## config.mk

```make
export PLATFORM = sky130hd
export DESIGN_NAME = vid_frame_monitor
export DESIGN_NICKNAME = d
export VERILOG_FILES = /design/src/verilog/vid_mon_pkg.sv /design/src/verilog/vid_stats_if.sv /design/src/verilog/vid_frame_timing.sv /design/src/verilog/vid_chan_accum.sv /design/src/verilog/vid_mon_regs.sv /design/src/verilog/vid_frame_monitor.sv
export SDC_FILE = /design/constraint.sdc
export NUM_CORES = 1
export LEC_CHECK = 0
export ABC_AREA = 0
export CORE_MARGIN = 2
export CORE_UTILIZATION = 37
export DETAILED_ROUTE_END_ITERATION = 10
export DONT_BUFFER_PORTS = 1
export SYNTH_ARGS = -nofsm -noshare
export SYNTH_HDL_FRONTEND = slang
export SYNTH_SLANG_ARGS = --single-unit
```

## constraint.sdc

```tcl
create_clock -name axi2hdmi_hsync_o -period 5.1 [get_ports axi2hdmi_hsync_o]
set_input_delay 0.765 -clock axi2hdmi_hsync_o [delete_from_list [all_inputs] [get_ports axi2hdmi_hsync_o]]
set_output_delay 0.765 -clock axi2hdmi_hsync_o [all_outputs]
set_load 0.05 [all_outputs]
```

## src/verilog/vid_mon_pkg.sv

```systemverilog
/*
 * Shared definitions of the video frame monitor
 *   - vertical frame geometry, counted in lines
 *   - colour, accumulator, counter and Wishbone widths
 *   - Wishbone register word addresses
 *   - states of the vertical timing tracker
 */
`default_nettype none

package vid_mon_pkg;

  //////////////////////////////////////////////////////////////////////
  // Widths
  //////////////////////////////////////////////////////////////////////

  localparam int unsigned COLOR_W    = 8;
  localparam int unsigned NUM_CHAN   = 3;
  // 600 lines of 255 need 18 bits, two spare
  localparam int unsigned SUM_W      = 20;
  localparam int unsigned LINE_CNT_W = 11;
  localparam int unsigned ERR_CNT_W  = 16;
  localparam int unsigned WB_ADR_W   = 4;
  localparam int unsigned WB_DAT_W   = 32;

  //////////////////////////////////////////////////////////////////////
  // Frame geometry in lines
  //////////////////////////////////////////////////////////////////////

  localparam logic [LINE_CNT_W-1:0] VSYNC_LINES       = 11'd4;
  localparam logic [LINE_CNT_W-1:0] V_BACKPORCH_LINES = 11'd23;
  localparam logic [LINE_CNT_W-1:0] ACT_LINES         = 11'd600;

  //////////////////////////////////////////////////////////////////////
  // Register map, word addresses
  //////////////////////////////////////////////////////////////////////

  localparam logic [WB_ADR_W-1:0] REG_CTRL      = 4'd0;
  localparam logic [WB_ADR_W-1:0] REG_FRAMES    = 4'd1;
  localparam logic [WB_ADR_W-1:0] REG_WIDTH_ERR = 4'd2;
  localparam logic [WB_ADR_W-1:0] REG_SHORT_ERR = 4'd3;
  localparam logic [WB_ADR_W-1:0] REG_LINES     = 4'd4;
  // Red, green, blue follow each base
  localparam logic [WB_ADR_W-1:0] REG_SUM_BASE  = 4'd5;
  localparam logic [WB_ADR_W-1:0] REG_MAX_BASE  = 4'd8;

  // Tracker states
  typedef enum logic [2:0] {
    WAIT_SYNC,
    SYNC,
    BACK_PORCH,
    ACTIVE,
    TAIL
  } vid_state_e;

endpackage

`default_nettype wire

```

## src/verilog/vid_stats_if.sv

```systemverilog
/*
 * Frame statistics from the vertical timing tracker
 * to the register block: frame and error counters,
 * last vsync-to-vsync line total and the frame end strobe
 */
`timescale 1ns/1ps
`default_nettype none

interface vid_stats_if;

  logic [vid_mon_pkg::WB_DAT_W-1:0]   frame_count;
  logic [vid_mon_pkg::ERR_CNT_W-1:0]  width_err_count;
  logic [vid_mon_pkg::ERR_CNT_W-1:0]  short_err_count;
  logic [vid_mon_pkg::LINE_CNT_W-1:0] lines_per_frame;
  // One line wide, after the last active line
  logic                               frame_end;

  modport src (
    output frame_count,
    output width_err_count,
    output short_err_count,
    output lines_per_frame,
    output frame_end
  );

  modport sink (
    input frame_count,
    input width_err_count,
    input short_err_count,
    input lines_per_frame,
    input frame_end
  );

endinterface

`default_nettype wire

```

## src/verilog/vid_frame_timing.sv

```systemverilog
/*
 * Vertical timing tracker of the frame monitor
 *   - vsync phase FSM clocked once per line
 *   - frame start, active line and frame end strobes
 *   - sync width and premature vsync error counters
 *   - frame counter and vsync-to-vsync line total
 */
`timescale 1ns/1ps
`default_nettype none

module vid_frame_timing (
  input  logic        axi2hdmi_hsync_o,
  input  logic        rst_i,
  input  logic        vsync_i,
  input  logic        enable_i,
  input  logic        clear_i,
  output logic        frame_start_o,
  output logic        line_active_o,
  output logic        frame_end_o,
  vid_stats_if.src    stats
);

  vid_mon_pkg::vid_state_e state_q;

  // Lines seen in the current phase
  logic [vid_mon_pkg::LINE_CNT_W-1:0] line_cnt_q;
  // Lines since the last frame start
  logic [vid_mon_pkg::LINE_CNT_W-1:0] frame_lines_q;
  logic [vid_mon_pkg::LINE_CNT_W-1:0] lines_per_frame_q;
  logic [vid_mon_pkg::WB_DAT_W-1:0]   frame_cnt_q;
  logic [vid_mon_pkg::ERR_CNT_W-1:0]  width_err_q;
  logic [vid_mon_pkg::ERR_CNT_W-1:0]  short_err_q;
  logic                               frame_start_q;
  logic                               frame_end_q;

  logic start_frame;
  logic short_vsync;
  logic sync_end;
  logic width_bad;
  logic last_active;
  logic bp_done;

  //////////////////////////////////////////////////////////////////////
  // Line events
  //////////////////////////////////////////////////////////////////////

  always_comb begin
    start_frame = 1'b0;
    short_vsync = 1'b0;
    case (state_q)
      vid_mon_pkg::WAIT_SYNC,
      vid_mon_pkg::TAIL: start_frame = enable_i && vsync_i;
      vid_mon_pkg::BACK_PORCH,
      vid_mon_pkg::ACTIVE: begin
        // Frame cut short, restart on this vsync
        start_frame = enable_i && vsync_i;
        short_vsync = enable_i && vsync_i;
      end
      default: ;
    endcase
  end

  assign sync_end    = enable_i && (state_q == vid_mon_pkg::SYNC) && !vsync_i;
  assign width_bad   = sync_end && (line_cnt_q != vid_mon_pkg::VSYNC_LINES);
  assign bp_done     = (line_cnt_q == vid_mon_pkg::V_BACKPORCH_LINES - 1'b1);
  assign last_active = enable_i && (state_q == vid_mon_pkg::ACTIVE) && !vsync_i &&
                       (line_cnt_q == vid_mon_pkg::ACT_LINES - 1'b1);

  //////////////////////////////////////////////////////////////////////
  // Phase FSM
  //////////////////////////////////////////////////////////////////////

  always_ff @(posedge axi2hdmi_hsync_o) begin
    if (rst_i || !enable_i) begin
      state_q       <= vid_mon_pkg::WAIT_SYNC;
      line_cnt_q    <= '0;
      frame_lines_q <= '0;
      frame_start_q <= 1'b0;
      frame_end_q   <= 1'b0;
    end else begin
      frame_start_q <= start_frame;
      frame_end_q   <= last_active;
      if (frame_lines_q != '1) begin
        frame_lines_q <= frame_lines_q + 1'b1;
      end
      if (start_frame) begin
        state_q       <= vid_mon_pkg::SYNC;
        line_cnt_q    <= 11'd1;
        frame_lines_q <= 11'd1;
      end else begin
        case (state_q)
          vid_mon_pkg::SYNC: begin
            if (!vsync_i) begin
              state_q    <= vid_mon_pkg::BACK_PORCH;
              line_cnt_q <= 11'd1;
            end else if (line_cnt_q != '1) begin
              line_cnt_q <= line_cnt_q + 1'b1;
            end
          end
          vid_mon_pkg::BACK_PORCH: begin
            if (bp_done) begin
              state_q    <= vid_mon_pkg::ACTIVE;
              line_cnt_q <= '0;
            end else begin
              line_cnt_q <= line_cnt_q + 1'b1;
            end
          end
          vid_mon_pkg::ACTIVE: begin
            if (last_active) begin
              state_q <= vid_mon_pkg::TAIL;
            end
            line_cnt_q <= line_cnt_q + 1'b1;
          end
          default: ;
        endcase
      end
    end
  end

  //////////////////////////////////////////////////////////////////////
  // Counters
  //////////////////////////////////////////////////////////////////////

  always_ff @(posedge axi2hdmi_hsync_o) begin
    if (rst_i || clear_i) begin
      frame_cnt_q       <= '0;
      width_err_q       <= '0;
      short_err_q       <= '0;
      lines_per_frame_q <= '0;
    end else begin
      if (last_active) begin
        frame_cnt_q <= frame_cnt_q + 1'b1;
      end
      if (width_bad && (width_err_q != '1)) begin
        width_err_q <= width_err_q + 1'b1;
      end
      if (short_vsync && (short_err_q != '1)) begin
        short_err_q <= short_err_q + 1'b1;
      end
      // A new vsync closes the previous frame
      if (start_frame && (state_q != vid_mon_pkg::WAIT_SYNC)) begin
        lines_per_frame_q <= frame_lines_q;
      end
    end
  end

  assign frame_start_o = frame_start_q;
  assign frame_end_o   = frame_end_q;
  // Colour is taken on every edge spent in ACTIVE
  assign line_active_o = (state_q == vid_mon_pkg::ACTIVE);

  assign stats.frame_count     = frame_cnt_q;
  assign stats.width_err_count = width_err_q;
  assign stats.short_err_count = short_err_q;
  assign stats.lines_per_frame = lines_per_frame_q;
  assign stats.frame_end       = frame_end_q;

endmodule

`default_nettype wire

```

## src/verilog/vid_chan_accum.sv

```systemverilog
/*
 * One colour channel of the frame monitor: running sum
 * and maximum over the active lines, copied to held
 * outputs at the end of each complete frame
 */
`timescale 1ns/1ps
`default_nettype none

module vid_chan_accum (
  input  logic                             axi2hdmi_hsync_o,
  input  logic                             rst_i,
  input  logic [vid_mon_pkg::COLOR_W-1:0]  color_i,
  input  logic                             frame_start_i,
  input  logic                             line_active_i,
  input  logic                             frame_end_i,
  output logic [vid_mon_pkg::SUM_W-1:0]    sum_o,
  output logic [vid_mon_pkg::COLOR_W-1:0]  max_o
);

  logic [vid_mon_pkg::SUM_W-1:0]   run_sum_q;
  logic [vid_mon_pkg::COLOR_W-1:0] run_max_q;
  logic [vid_mon_pkg::SUM_W-1:0]   color_ext;

  assign color_ext = {{(vid_mon_pkg::SUM_W - vid_mon_pkg::COLOR_W){1'b0}}, color_i};

  // Running values, restarted with every frame
  always_ff @(posedge axi2hdmi_hsync_o) begin
    if (frame_start_i) begin
      run_sum_q <= '0;
      run_max_q <= '0;
    end else if (line_active_i) begin
      run_sum_q <= run_sum_q + color_ext;
      if (color_i > run_max_q) begin
        run_max_q <= color_i;
      end
    end
  end

  // Held results of the last complete frame
  always_ff @(posedge axi2hdmi_hsync_o) begin
    if (rst_i) begin
      sum_o <= '0;
      max_o <= '0;
    end else if (frame_end_i) begin
      sum_o <= run_sum_q;
      max_o <= run_max_q;
    end
  end

endmodule

`default_nettype wire

```

## src/verilog/vid_mon_regs.sv

```systemverilog
/*
 * Wishbone classic slave of the frame monitor
 *   - single cycle ack, registered read data
 *   - control register with enable and counter clear
 *   - read-only counters, sums and maxima
 *   - frame done strobe
 */
`timescale 1ns/1ps
`default_nettype none

module vid_mon_regs (
  input  logic                                                  axi2hdmi_hsync_o,
  input  logic                                                  rst_i,
  input  logic                                                  wb_cyc_i,
  input  logic                                                  wb_stb_i,
  input  logic                                                  wb_we_i,
  input  logic [vid_mon_pkg::WB_ADR_W-1:0]                      wb_adr_i,
  input  logic [vid_mon_pkg::WB_DAT_W-1:0]                      wb_dat_i,
  output logic [vid_mon_pkg::WB_DAT_W-1:0]                      wb_dat_o,
  output logic                                                  wb_ack_o,
  output logic                                                  enable_o,
  output logic                                                  clear_o,
  output logic                                                  frame_done_o,
  vid_stats_if.sink                                             stats,
  input  logic [vid_mon_pkg::NUM_CHAN-1:0][vid_mon_pkg::SUM_W-1:0]   sum_i,
  input  logic [vid_mon_pkg::NUM_CHAN-1:0][vid_mon_pkg::COLOR_W-1:0] max_i
);

  logic                             ack_q;
  logic                             enable_q;
  logic                             clear_q;
  logic                             done_q;
  logic [vid_mon_pkg::WB_DAT_W-1:0] dat_q;
  logic [vid_mon_pkg::WB_DAT_W-1:0] rdata;
  logic                             wb_req;

  // New request, not the one just answered
  assign wb_req = wb_cyc_i && wb_stb_i && !ack_q;

  //////////////////////////////////////////////////////////////////////
  // Read decode
  //////////////////////////////////////////////////////////////////////

  always_comb begin
    rdata = '0;
    case (wb_adr_i)
      vid_mon_pkg::REG_CTRL:      rdata[0] = enable_q;
      vid_mon_pkg::REG_FRAMES:    rdata = stats.frame_count;
      vid_mon_pkg::REG_WIDTH_ERR: rdata[vid_mon_pkg::ERR_CNT_W-1:0] = stats.width_err_count;
      vid_mon_pkg::REG_SHORT_ERR: rdata[vid_mon_pkg::ERR_CNT_W-1:0] = stats.short_err_count;
      vid_mon_pkg::REG_LINES:     rdata[vid_mon_pkg::LINE_CNT_W-1:0] = stats.lines_per_frame;
      default: ;
    endcase
    // Channel results, red first
    for (int c = 0; c < vid_mon_pkg::NUM_CHAN; c++) begin
      if (wb_adr_i == vid_mon_pkg::REG_SUM_BASE + c[vid_mon_pkg::WB_ADR_W-1:0]) begin
        rdata[vid_mon_pkg::SUM_W-1:0] = sum_i[c];
      end
      if (wb_adr_i == vid_mon_pkg::REG_MAX_BASE + c[vid_mon_pkg::WB_ADR_W-1:0]) begin
        rdata[vid_mon_pkg::COLOR_W-1:0] = max_i[c];
      end
    end
  end

  //////////////////////////////////////////////////////////////////////
  // Ack, control and frame done
  //////////////////////////////////////////////////////////////////////

  always_ff @(posedge axi2hdmi_hsync_o) begin
    if (rst_i) begin
      ack_q    <= 1'b0;
      enable_q <= 1'b0;
      clear_q  <= 1'b0;
      done_q   <= 1'b0;
    end else begin
      ack_q   <= wb_req;
      done_q  <= stats.frame_end;
      // Clear lasts a single line
      clear_q <= 1'b0;
      if (wb_req && wb_we_i && (wb_adr_i == vid_mon_pkg::REG_CTRL)) begin
        enable_q <= wb_dat_i[0];
        clear_q  <= wb_dat_i[1];
      end
    end
  end

  // Read data, valid with ack
  always_ff @(posedge axi2hdmi_hsync_o) begin
    if (wb_req && !wb_we_i) begin
      dat_q <= rdata;
    end
  end

  assign wb_ack_o     = ack_q;
  assign wb_dat_o     = dat_q;
  assign enable_o     = enable_q;
  assign clear_o      = clear_q;
  assign frame_done_o = done_q;

endmodule

`default_nettype wire

```

## src/verilog/vid_frame_monitor.sv

```systemverilog
/*
 * Video frame monitor top level on the HDMI line clock
 *   - vertical timing tracker
 *   - sum and maximum per colour channel
 *   - Wishbone classic register block
 */
`timescale 1ns/1ps
`default_nettype none

module vid_frame_monitor (
  input  logic                                 axi2hdmi_hsync_o,
  input  logic                                 rst_i,
  // Video from the HDMI output
  input  logic                                 axi2hdmi_vsync_o,
  input  logic [vid_mon_pkg::COLOR_W-1:0]      axi2hdmi_red_o,
  input  logic [vid_mon_pkg::COLOR_W-1:0]      axi2hdmi_green_o,
  input  logic [vid_mon_pkg::COLOR_W-1:0]      axi2hdmi_blue_o,
  // Wishbone slave
  input  logic                                 wb_cyc_i,
  input  logic                                 wb_stb_i,
  input  logic                                 wb_we_i,
  input  logic [vid_mon_pkg::WB_ADR_W-1:0]     wb_adr_i,
  input  logic [vid_mon_pkg::WB_DAT_W-1:0]     wb_dat_i,
  output logic [vid_mon_pkg::WB_DAT_W-1:0]     wb_dat_o,
  output logic                                 wb_ack_o,
  output logic                                 frame_done_o
);

  logic [vid_mon_pkg::NUM_CHAN-1:0][vid_mon_pkg::COLOR_W-1:0] color;
  logic [vid_mon_pkg::NUM_CHAN-1:0][vid_mon_pkg::SUM_W-1:0]   sum;
  logic [vid_mon_pkg::NUM_CHAN-1:0][vid_mon_pkg::COLOR_W-1:0] max;

  logic enable;
  logic clear;
  logic frame_start;
  logic line_active;
  logic frame_end;

  vid_stats_if stats_if ();

  // Channel 0 is red
  assign color = {axi2hdmi_blue_o, axi2hdmi_green_o, axi2hdmi_red_o};

  vid_frame_timing timing0 (
    .axi2hdmi_hsync_o ( axi2hdmi_hsync_o ),
    .rst_i            ( rst_i            ),
    .vsync_i          ( axi2hdmi_vsync_o ),
    .enable_i         ( enable           ),
    .clear_i          ( clear            ),
    .frame_start_o    ( frame_start      ),
    .line_active_o    ( line_active      ),
    .frame_end_o      ( frame_end        ),
    .stats            ( stats_if.src     )
  );

  for (genvar c = 0; c < vid_mon_pkg::NUM_CHAN; c++) begin : gen_chan
    vid_chan_accum accum0 (
      .axi2hdmi_hsync_o ( axi2hdmi_hsync_o ),
      .rst_i            ( rst_i            ),
      .color_i          ( color[c]         ),
      .frame_start_i    ( frame_start      ),
      .line_active_i    ( line_active      ),
      .frame_end_i      ( frame_end        ),
      .sum_o            ( sum[c]           ),
      .max_o            ( max[c]           )
    );
  end

  vid_mon_regs regs0 (
    .axi2hdmi_hsync_o ( axi2hdmi_hsync_o ),
    .rst_i            ( rst_i            ),
    .wb_cyc_i         ( wb_cyc_i         ),
    .wb_stb_i         ( wb_stb_i         ),
    .wb_we_i          ( wb_we_i          ),
    .wb_adr_i         ( wb_adr_i         ),
    .wb_dat_i         ( wb_dat_i         ),
    .wb_dat_o         ( wb_dat_o         ),
    .wb_ack_o         ( wb_ack_o         ),
    .enable_o         ( enable           ),
    .clear_o          ( clear            ),
    .frame_done_o     ( frame_done_o     ),
    .stats            ( stats_if.sink    ),
    .sum_i            ( sum              ),
    .max_i            ( max              )
  );

endmodule

`default_nettype wire

```

==> results of run 1 <==
## worst max-delay path: cells and delay by family (launching register included)
family	cells	cell delay (ns)
DFF	1	0.40
AOI/OAI and AO/OA	1	0.14
and+or+nand+nor	4	2.09
adders and majority gates	1	0.27
## per-stage QoR
stage | total power, mW | hold slack, ns | setup WS [ns]
3_5_place_dp | 2.69 | 0.473 | 2.00
5_1_grt | 5.22 | 0.322 | 1.83
6_report | 5.05 | 0.334 | 2.13
4_1_cts | 5.11 | 0.323 | 2.17
2_1_floorplan | 2.66 | 0.447 | 2.44
3_3_place_gp | 2.68 | 0.464 | 1.95
## metal layers
metal  part of all wire  up-vias  track usage
li1                   -     6096            -
met1               0.48     5949        0.263
met2               0.44      323        0.302
met3              0.061       62       0.0385
met4              0.022        4       0.0465
met5            0.00065        -            0
## power by group through the flow
stage / logic, mW / registers, mW / clock network (mW)
3_3_place_gp: 0.160 / 2.52 / 0
5_1_grt: 0.185 / 2.47 / 2.57
4_1_cts: 0.165 / 2.47 / 2.47
3_5_place_dp: 0.164 / 2.52 / 0
6_report: 0.166 / 2.47 / 2.41
2_1_floorplan: 0.138 / 2.52 / 0
## registers in the layout, indices dropped and copies added (netlist names), 3 cells and up
signal and count:
timing0.stats.short_err_count 16, timing0.state_q 3, timing0.stats.width_err_count 16, gen_chan.accum0.run_max_q 24, timing0.stats.lines_per_frame 11, regs0.wb_dat_o 32, timing0.frame_lines_q 11, timing0.line_cnt_q 11
gen_chan.accum0.sum_o 60, timing0.stats.frame_count 32, gen_chan.accum0.max_o 24, gen_chan.accum0.run_sum_q 60
## synthesized netlist by cell type (30+ instances only)
| cell | count | area, um2 |
|---|---|---|
| a21oi_1 | 110 | 551 |
| a22oi_1 | 30 | 225 |
| clkbuf_1 | 67 | 251 |
| dfxtp_1 | 274 | 5490 |
| edfxtp_1 | 32 | 961 |
| ha_1 | 55 | 688 |
| inv_1 | 47 | 176 |
| mux2i_1 | 104 | 1040 |
| nand2_1 | 88 | 330 |
| nand3_1 | 68 | 340 |
| nand4_1 | 47 | 294 |
| nor2_1 | 222 | 833 |
| o21ai_0 | 77 | 385 |
| or3_1 | 32 | 200 |
| xnor2_1 | 45 | 394 |
## cell families after synthesis
kind of cell	Yosys count	share of synthesized area
muxes	112	0.0760
AOI/OAI and AO/OA	366	0.157
xor gates and xnor gates	73	0.0425
and+or+nand+nor	632	0.213
buffers and inverters	128	0.0328
DFF	306	0.429
adders and majority gates	58	0.0498
## final timing paths
kind / cells past startpoint / endpoint / from
hold reg to reg: 2 / gen_chan[2].accum0.run_sum_q[0] / gen_chan[2].accum0.run_sum_q[0]
hold / removal: 1 / regs0.wb_ack_o / rst_i
setup reg to reg: 6 / timing0.stats.frame_count[23] / timing0.line_cnt_q[0]
setup / recovery: 6 / timing0.stats.frame_count[23] / timing0.line_cnt_q[0]
## cell type report
| cell class | count | area, um2 | area share |
|---|---|---|---|
| inverters | 47 | 176 | 0.0106 |
| multi-input cells | 1241 | 8110 | 0.489 |
| clock inverters | 10 | 108 | 0.00648 |
| flip-flops and latches | 306 | 6450 | 0.389 |
| repair buffers | 15 | 113 | 0.00678 |
| well taps | 525 | 657 | 0.0396 |
| clock buffers | 51 | 976 | 0.0588 |
==> results.cfg, run 1 <==
[run_status]
status = completed

[routing]
drt_iter0_drc = 1113
avgRoutedWirePerCell_um = 18.2
dr.pass1.iters = 8
wl_mm = 40.0
dr_total_vias = 12434
detail-route-antenna-nets = 0
drc = 0
via_per_inst = 5.66

[synthesis]
synth_cells = 1675
synth_edf_count = 32
ys_warn_count = 0
synth_area_um2 = 15000
synth_ff_type = dfxtp_1
ys_seq_elements = 306
synth.distinct_cells = 67
syn-num-nets = 1799
async_flop_share = 0
synth-seq-area-share = 0.429
syn_avg_cell_area_um2 = 8.98

[critical_path]
cp-start-kind = register
arrival_ns = 3.39
crit_path_cell_trace = ha_1, nand2b_1, nor4_1, nand4b_1, or3_1, a21oi_1
cp-end-kind = register
required_ns = 5.52
crit_fanout = 12
crit_path_max_incr_delay_ns = 0.83
r2r_slack_ns = 2.13
cp_slowest_cell = nor4_1
worstSetupPathType = reg2reg

[global_route]
overflow = 0
antenna_found_initial = 2
grt_pass1_vias = 11761
grt_pass1_wl_mm = 64.3
grt_max_degree = 98
grt_util_all_layers = 0.190

[job]
maxCapViolCount = 0

[die]
initial_core_util = 0.377
ioPinCount = 100
die_w_um = 206
rows = 73
fp.dieH_um = 206
core-area_um2 = 39900
dieArea_um2 = 42300

[cts]
postCtsSetupBuffers = 0
cts.sinks = 306
clk_path_buf_depth = 3
cts_tree = done
htree_levels = 2
clk-insertion-delay-late_ns = 0.51
cts_resized = 0
postCtsHoldBufs = 0
cts_buffers = 35
root_buffer = clkbuf_16
clkTransAtPathRegs_ns = 0.06

[power_and_ir_drop]
p_int_mw = 3.93
p_leak_nw = 5.62
ir_worst_vdd_v = 0.000218
powerDensity_nw_per_um2 = 304
clkPwrFrac = 0.478
combPwrFrac = 0.033
switching_share = 0.222
p_switching_mw = 1.12
seqPwrFrac = 0.489

[hold_path]
hold_path.class = in2reg

[cells_and_area]
final_nets = 1770
diodes = 0
drive_gt1_frac = 0.0569
area_growth_pct = 10.4
finish.utilization = 0.416
n_fill_cell = 3837
layout_commonest_cell = dfxtp_1
final_cell_area_um2 = 16600
stdcell_count = 2195
most-common-layout-cells = dfxtp_1, nor2_1, a21oi_1

[placement]
dp_cells = 2134
place_area_um2 = 15500
hpwl_mm = 28.4
portBuffers = 0
gp_congestion = 0.867

[sta]
fin_skew_ns = 0.0194
slew_viol_final = 0
fmax_ghz = 0.337
relSlewSlack = 0.239
setup_viol = 0
rsz0062_at_grt = false
tns_ns = 0
hold_viol = 0
period_share = 0.581
worstMarginPinSlew_ns = 1.14
min_period_ns = 2.97
Power figures use the tool's default switching activity.
==> inputs of run 2 (changes only) <==
--- a/config.mk
+++ b/config.mk
@@ -5,7 +5,7 @@
 export SDC_FILE = /design/constraint.sdc
 export NUM_CORES = 1
 export LEC_CHECK = 0
-export ABC_AREA = 0
+export ABC_AREA = 1
 export CORE_MARGIN = 2
 export CORE_UTILIZATION = 37
 export DETAILED_ROUTE_END_ITERATION = 10
==> constraint.sdc (replaced) <==
create_clock -name axi2hdmi_hsync_o -period 2.5 [get_ports axi2hdmi_hsync_o]
set_input_delay 0.375 -clock axi2hdmi_hsync_o [delete_from_list [all_inputs] [get_ports axi2hdmi_hsync_o]]
set_output_delay 0.375 -clock axi2hdmi_hsync_o [all_outputs]
set_load 0.05 [all_outputs]
==> run 2 against run 1 <==
Cell count up 33%. Worst hold slack worse by 0.31 ns. Power up 120%. Highest routed layer is now met4. Largest cell class unchanged. Largest power group is now clock.
==> results.cfg, run 2 <==
[synthesis]
yosysMostFrequentCell = nand2_1
syn-num-nets = 2426
synth.distinct_cells = 48
ys_top_cells_by_count = nand2_1, nor2_1, dfxtp_1
synth_area_um2 = 16000
synth_top_area_cell = dfxtp_1
ys_seq_elements = 306
syn_avg_cell_area_um2 = 6.96
async_flop_share = 0
synth-seq-area-share = 0.402
synth_cells = 2302
ys_warn_count = 0
synth_edf_count = 32
synth_area_leaders = dfxtp_1, nand2_1, nor2_1
synth_ff_type = dfxtp_1
synth_top_area_share = 0.342

[sta]
worstMarginPinSlew_ns = 0.903
slew_viol_final = 0
setup_viol = 0
tns_ns = 0
fmax_ghz = 0.465
rsz0062_at_grt = false
fin_skew_ns = 0.0260
hold_viol = 0
finalWorstSetupSlack_ns = 0.349
relSlewSlack = 0.395
min_period_ns = 2.15
period_share = 0.860
whs_ns = 0.0198

[routing]
via_per_inst = 5.06
drc = 0
dr.pass1.iters = 5
dr_total_vias = 14822
avgRoutedWirePerCell_um = 15.8
wl_mm = 46.3
detail-route-antenna-nets = 0
drt_iter0_drc = 983

[power_and_ir_drop]
powerDensity_nw_per_um2 = 621
ir_worst_vdd_v = 0.000423
p_leak_nw = 7.46

[hold_path]
hold_path_depth = 2
min_to = gen_chan[0].accum0.run_max_q[6]
hp-start = axi2hdmi_red_o[6]
hold_path.class = in2reg

[cts]
cts_tree = done
clk-insertion-delay-late_ns = 0.55
cts.sinks = 306
htree_levels = 2
cts_buffers = 37
clk_path_buf_depth = 3
clkTransAtPathRegs_ns = 0.06
root_buffer = clkbuf_16

[die]
core-area_um2 = 42900
fp.dieH_um = 212
dieArea_um2 = 45000
die_w_um = 212
rows = 76
initial_core_util = 0.374
ioPinCount = 100

[placement]
portBuffers = 0
dp_cells = 2841
hpwl_mm = 33.7
gp_congestion = 0.920
dp_slack_ns = 0.253

[cells_and_area]
most-common-layout-cells = nand2_1, nor2_1, dfxtp_1
final_nets = 2440
stdcell_count = 2930
reg_top3 = gen_chan.accum0.run_sum_q (60), gen_chan.accum0.sum_o (60)
seqCellArea_um2 = 6450
area_growth_pct = 13.6
diodes = 0
drive_gt1_frac = 0.0571
multi_input_area_um2 = 8230
n_fill_cell = 4461
layout_commonest_cell = nand2_1

[global_route]
antenna_found_initial = 0
grt_max_degree = 145
grt_pass1_vias = 14109
grt_pass1_wl_mm = 74.1
grt_util_all_layers = 0.208
overflow = 0

[critical_path]
crit_fanout = 4
arrival_ns = 2.60
worstSetupPathType = reg2reg
r2r_slack_ns = 0.35
cp-end-kind = register
cp-start-kind = register
r2r_start = gen_chan[2].accum0.run_sum_q[0]
reg2regPathDepth = 11
reg2reg_to = gen_chan[2].accum0.run_sum_q[12]
required_ns = 2.94

[job]
maxCapViolCount = 0

[run_status]
status = completed
run 2: cell types whose count changed in the layout (fill, tap and decap cells not counted), sizes merged, moves of 41 or more:
| cell | previous run | this run |
|---|---|---|
| inv | 48 | 268 |
| a21oi | 110 | 209 |
| mux2i | 104 | 0 |
| nand3 | 68 | 109 |
| nand2 | 88 | 556 |
| nor2 | 222 | 331 |
| o21ai | 80 | 185 |
run 2: worst max-delay path by stage:
stage          depth (start not counted)                                to                       startpoint
4_1_cts                               11  gen_chan[2].accum0.run_sum_q[12]  gen_chan[2].accum0.run_sum_q[0]
3_3_place_gp                           9                 regs0.wb_dat_o[7]                      wb_adr_i[3]
5_1_grt                               11  gen_chan[2].accum0.run_sum_q[18]  gen_chan[2].accum0.run_sum_q[0]
6_report                              11  gen_chan[2].accum0.run_sum_q[12]  gen_chan[2].accum0.run_sum_q[0]
3_5_place_dp                           9                 regs0.wb_dat_o[7]                      wb_adr_i[3]
2_1_floorplan                          3                 regs0.wb_dat_o[0]                   regs0.wb_ack_o
run 2: critical path, cell delays in order (launching register included):
cell     delay [ns]
dfxtp_1        0.37
ha_1           0.27
fa_1           0.25
inv_1          0.07
o21ai_0        0.29
nand2_1        0.08
nand2_1        0.14
nand2_1        0.10
nor2_1         0.18
nand2_1        0.09
o21ai_0        0.15
nor2_1         0.05
run 2: routing by layer:
metal  routed length (um)  up-vias  share of wire  global-route usage
met5                    0        -              0                   0
met4                 1220        0          0.026              0.0653
met3                 2740       74          0.059              0.0417
met2                21000      346           0.45               0.339
met1                21400     6893           0.46               0.278
li1                     -     7509              -                   -
run 2: area by class of cell:
class                   count  area share
inverters                 269      0.0558
well taps                 585      0.0402
multi-input cells        1655       0.452
clock inverters            16      0.0139
repair buffers             47      0.0236
flip-flops and latches    306       0.354
clock buffers              52      0.0601
run 2: cells by family (layout without fill, tap and decap cells):
kind of cell	Yosys count	in the layout	share of synthesized area
simple gates	1099	1099	0.289
fa+ha+maj	58	58	0.0467
xor+xnor	63	63	0.0344
compound gates	435	435	0.143
buf+inv	341	384	0.0848
flops	306	306	0.402
run 2: where the power goes:
part,total (mW),switching [mW],internal [mW]
clock network,5.92,2.22,3.70
registers,5.05,0.0743,4.98
logic,0.333,0.212,0.121
run 2: per-stage QoR:
step	utilization	total power, mW	area, um2
after floorplan	-	5.38	16000
after global placement	0.388	5.46	16700
after detailed placement	0.388	5.46	16700
after CTS	0.425	11.4	18200
after global routing	0.425	11.7	18200
final	0.425	11.3	18200
run 2: what timing repair did:
| action | 4_1_cts | 5_1_grt |
|---|---|---|
| endpoints found under the hold margin | 24 | 0 |
| setup buffers | 0 | 0 |
| gates resized for setup | 0 | 0 |
| hold buffers | 21 | 0 |
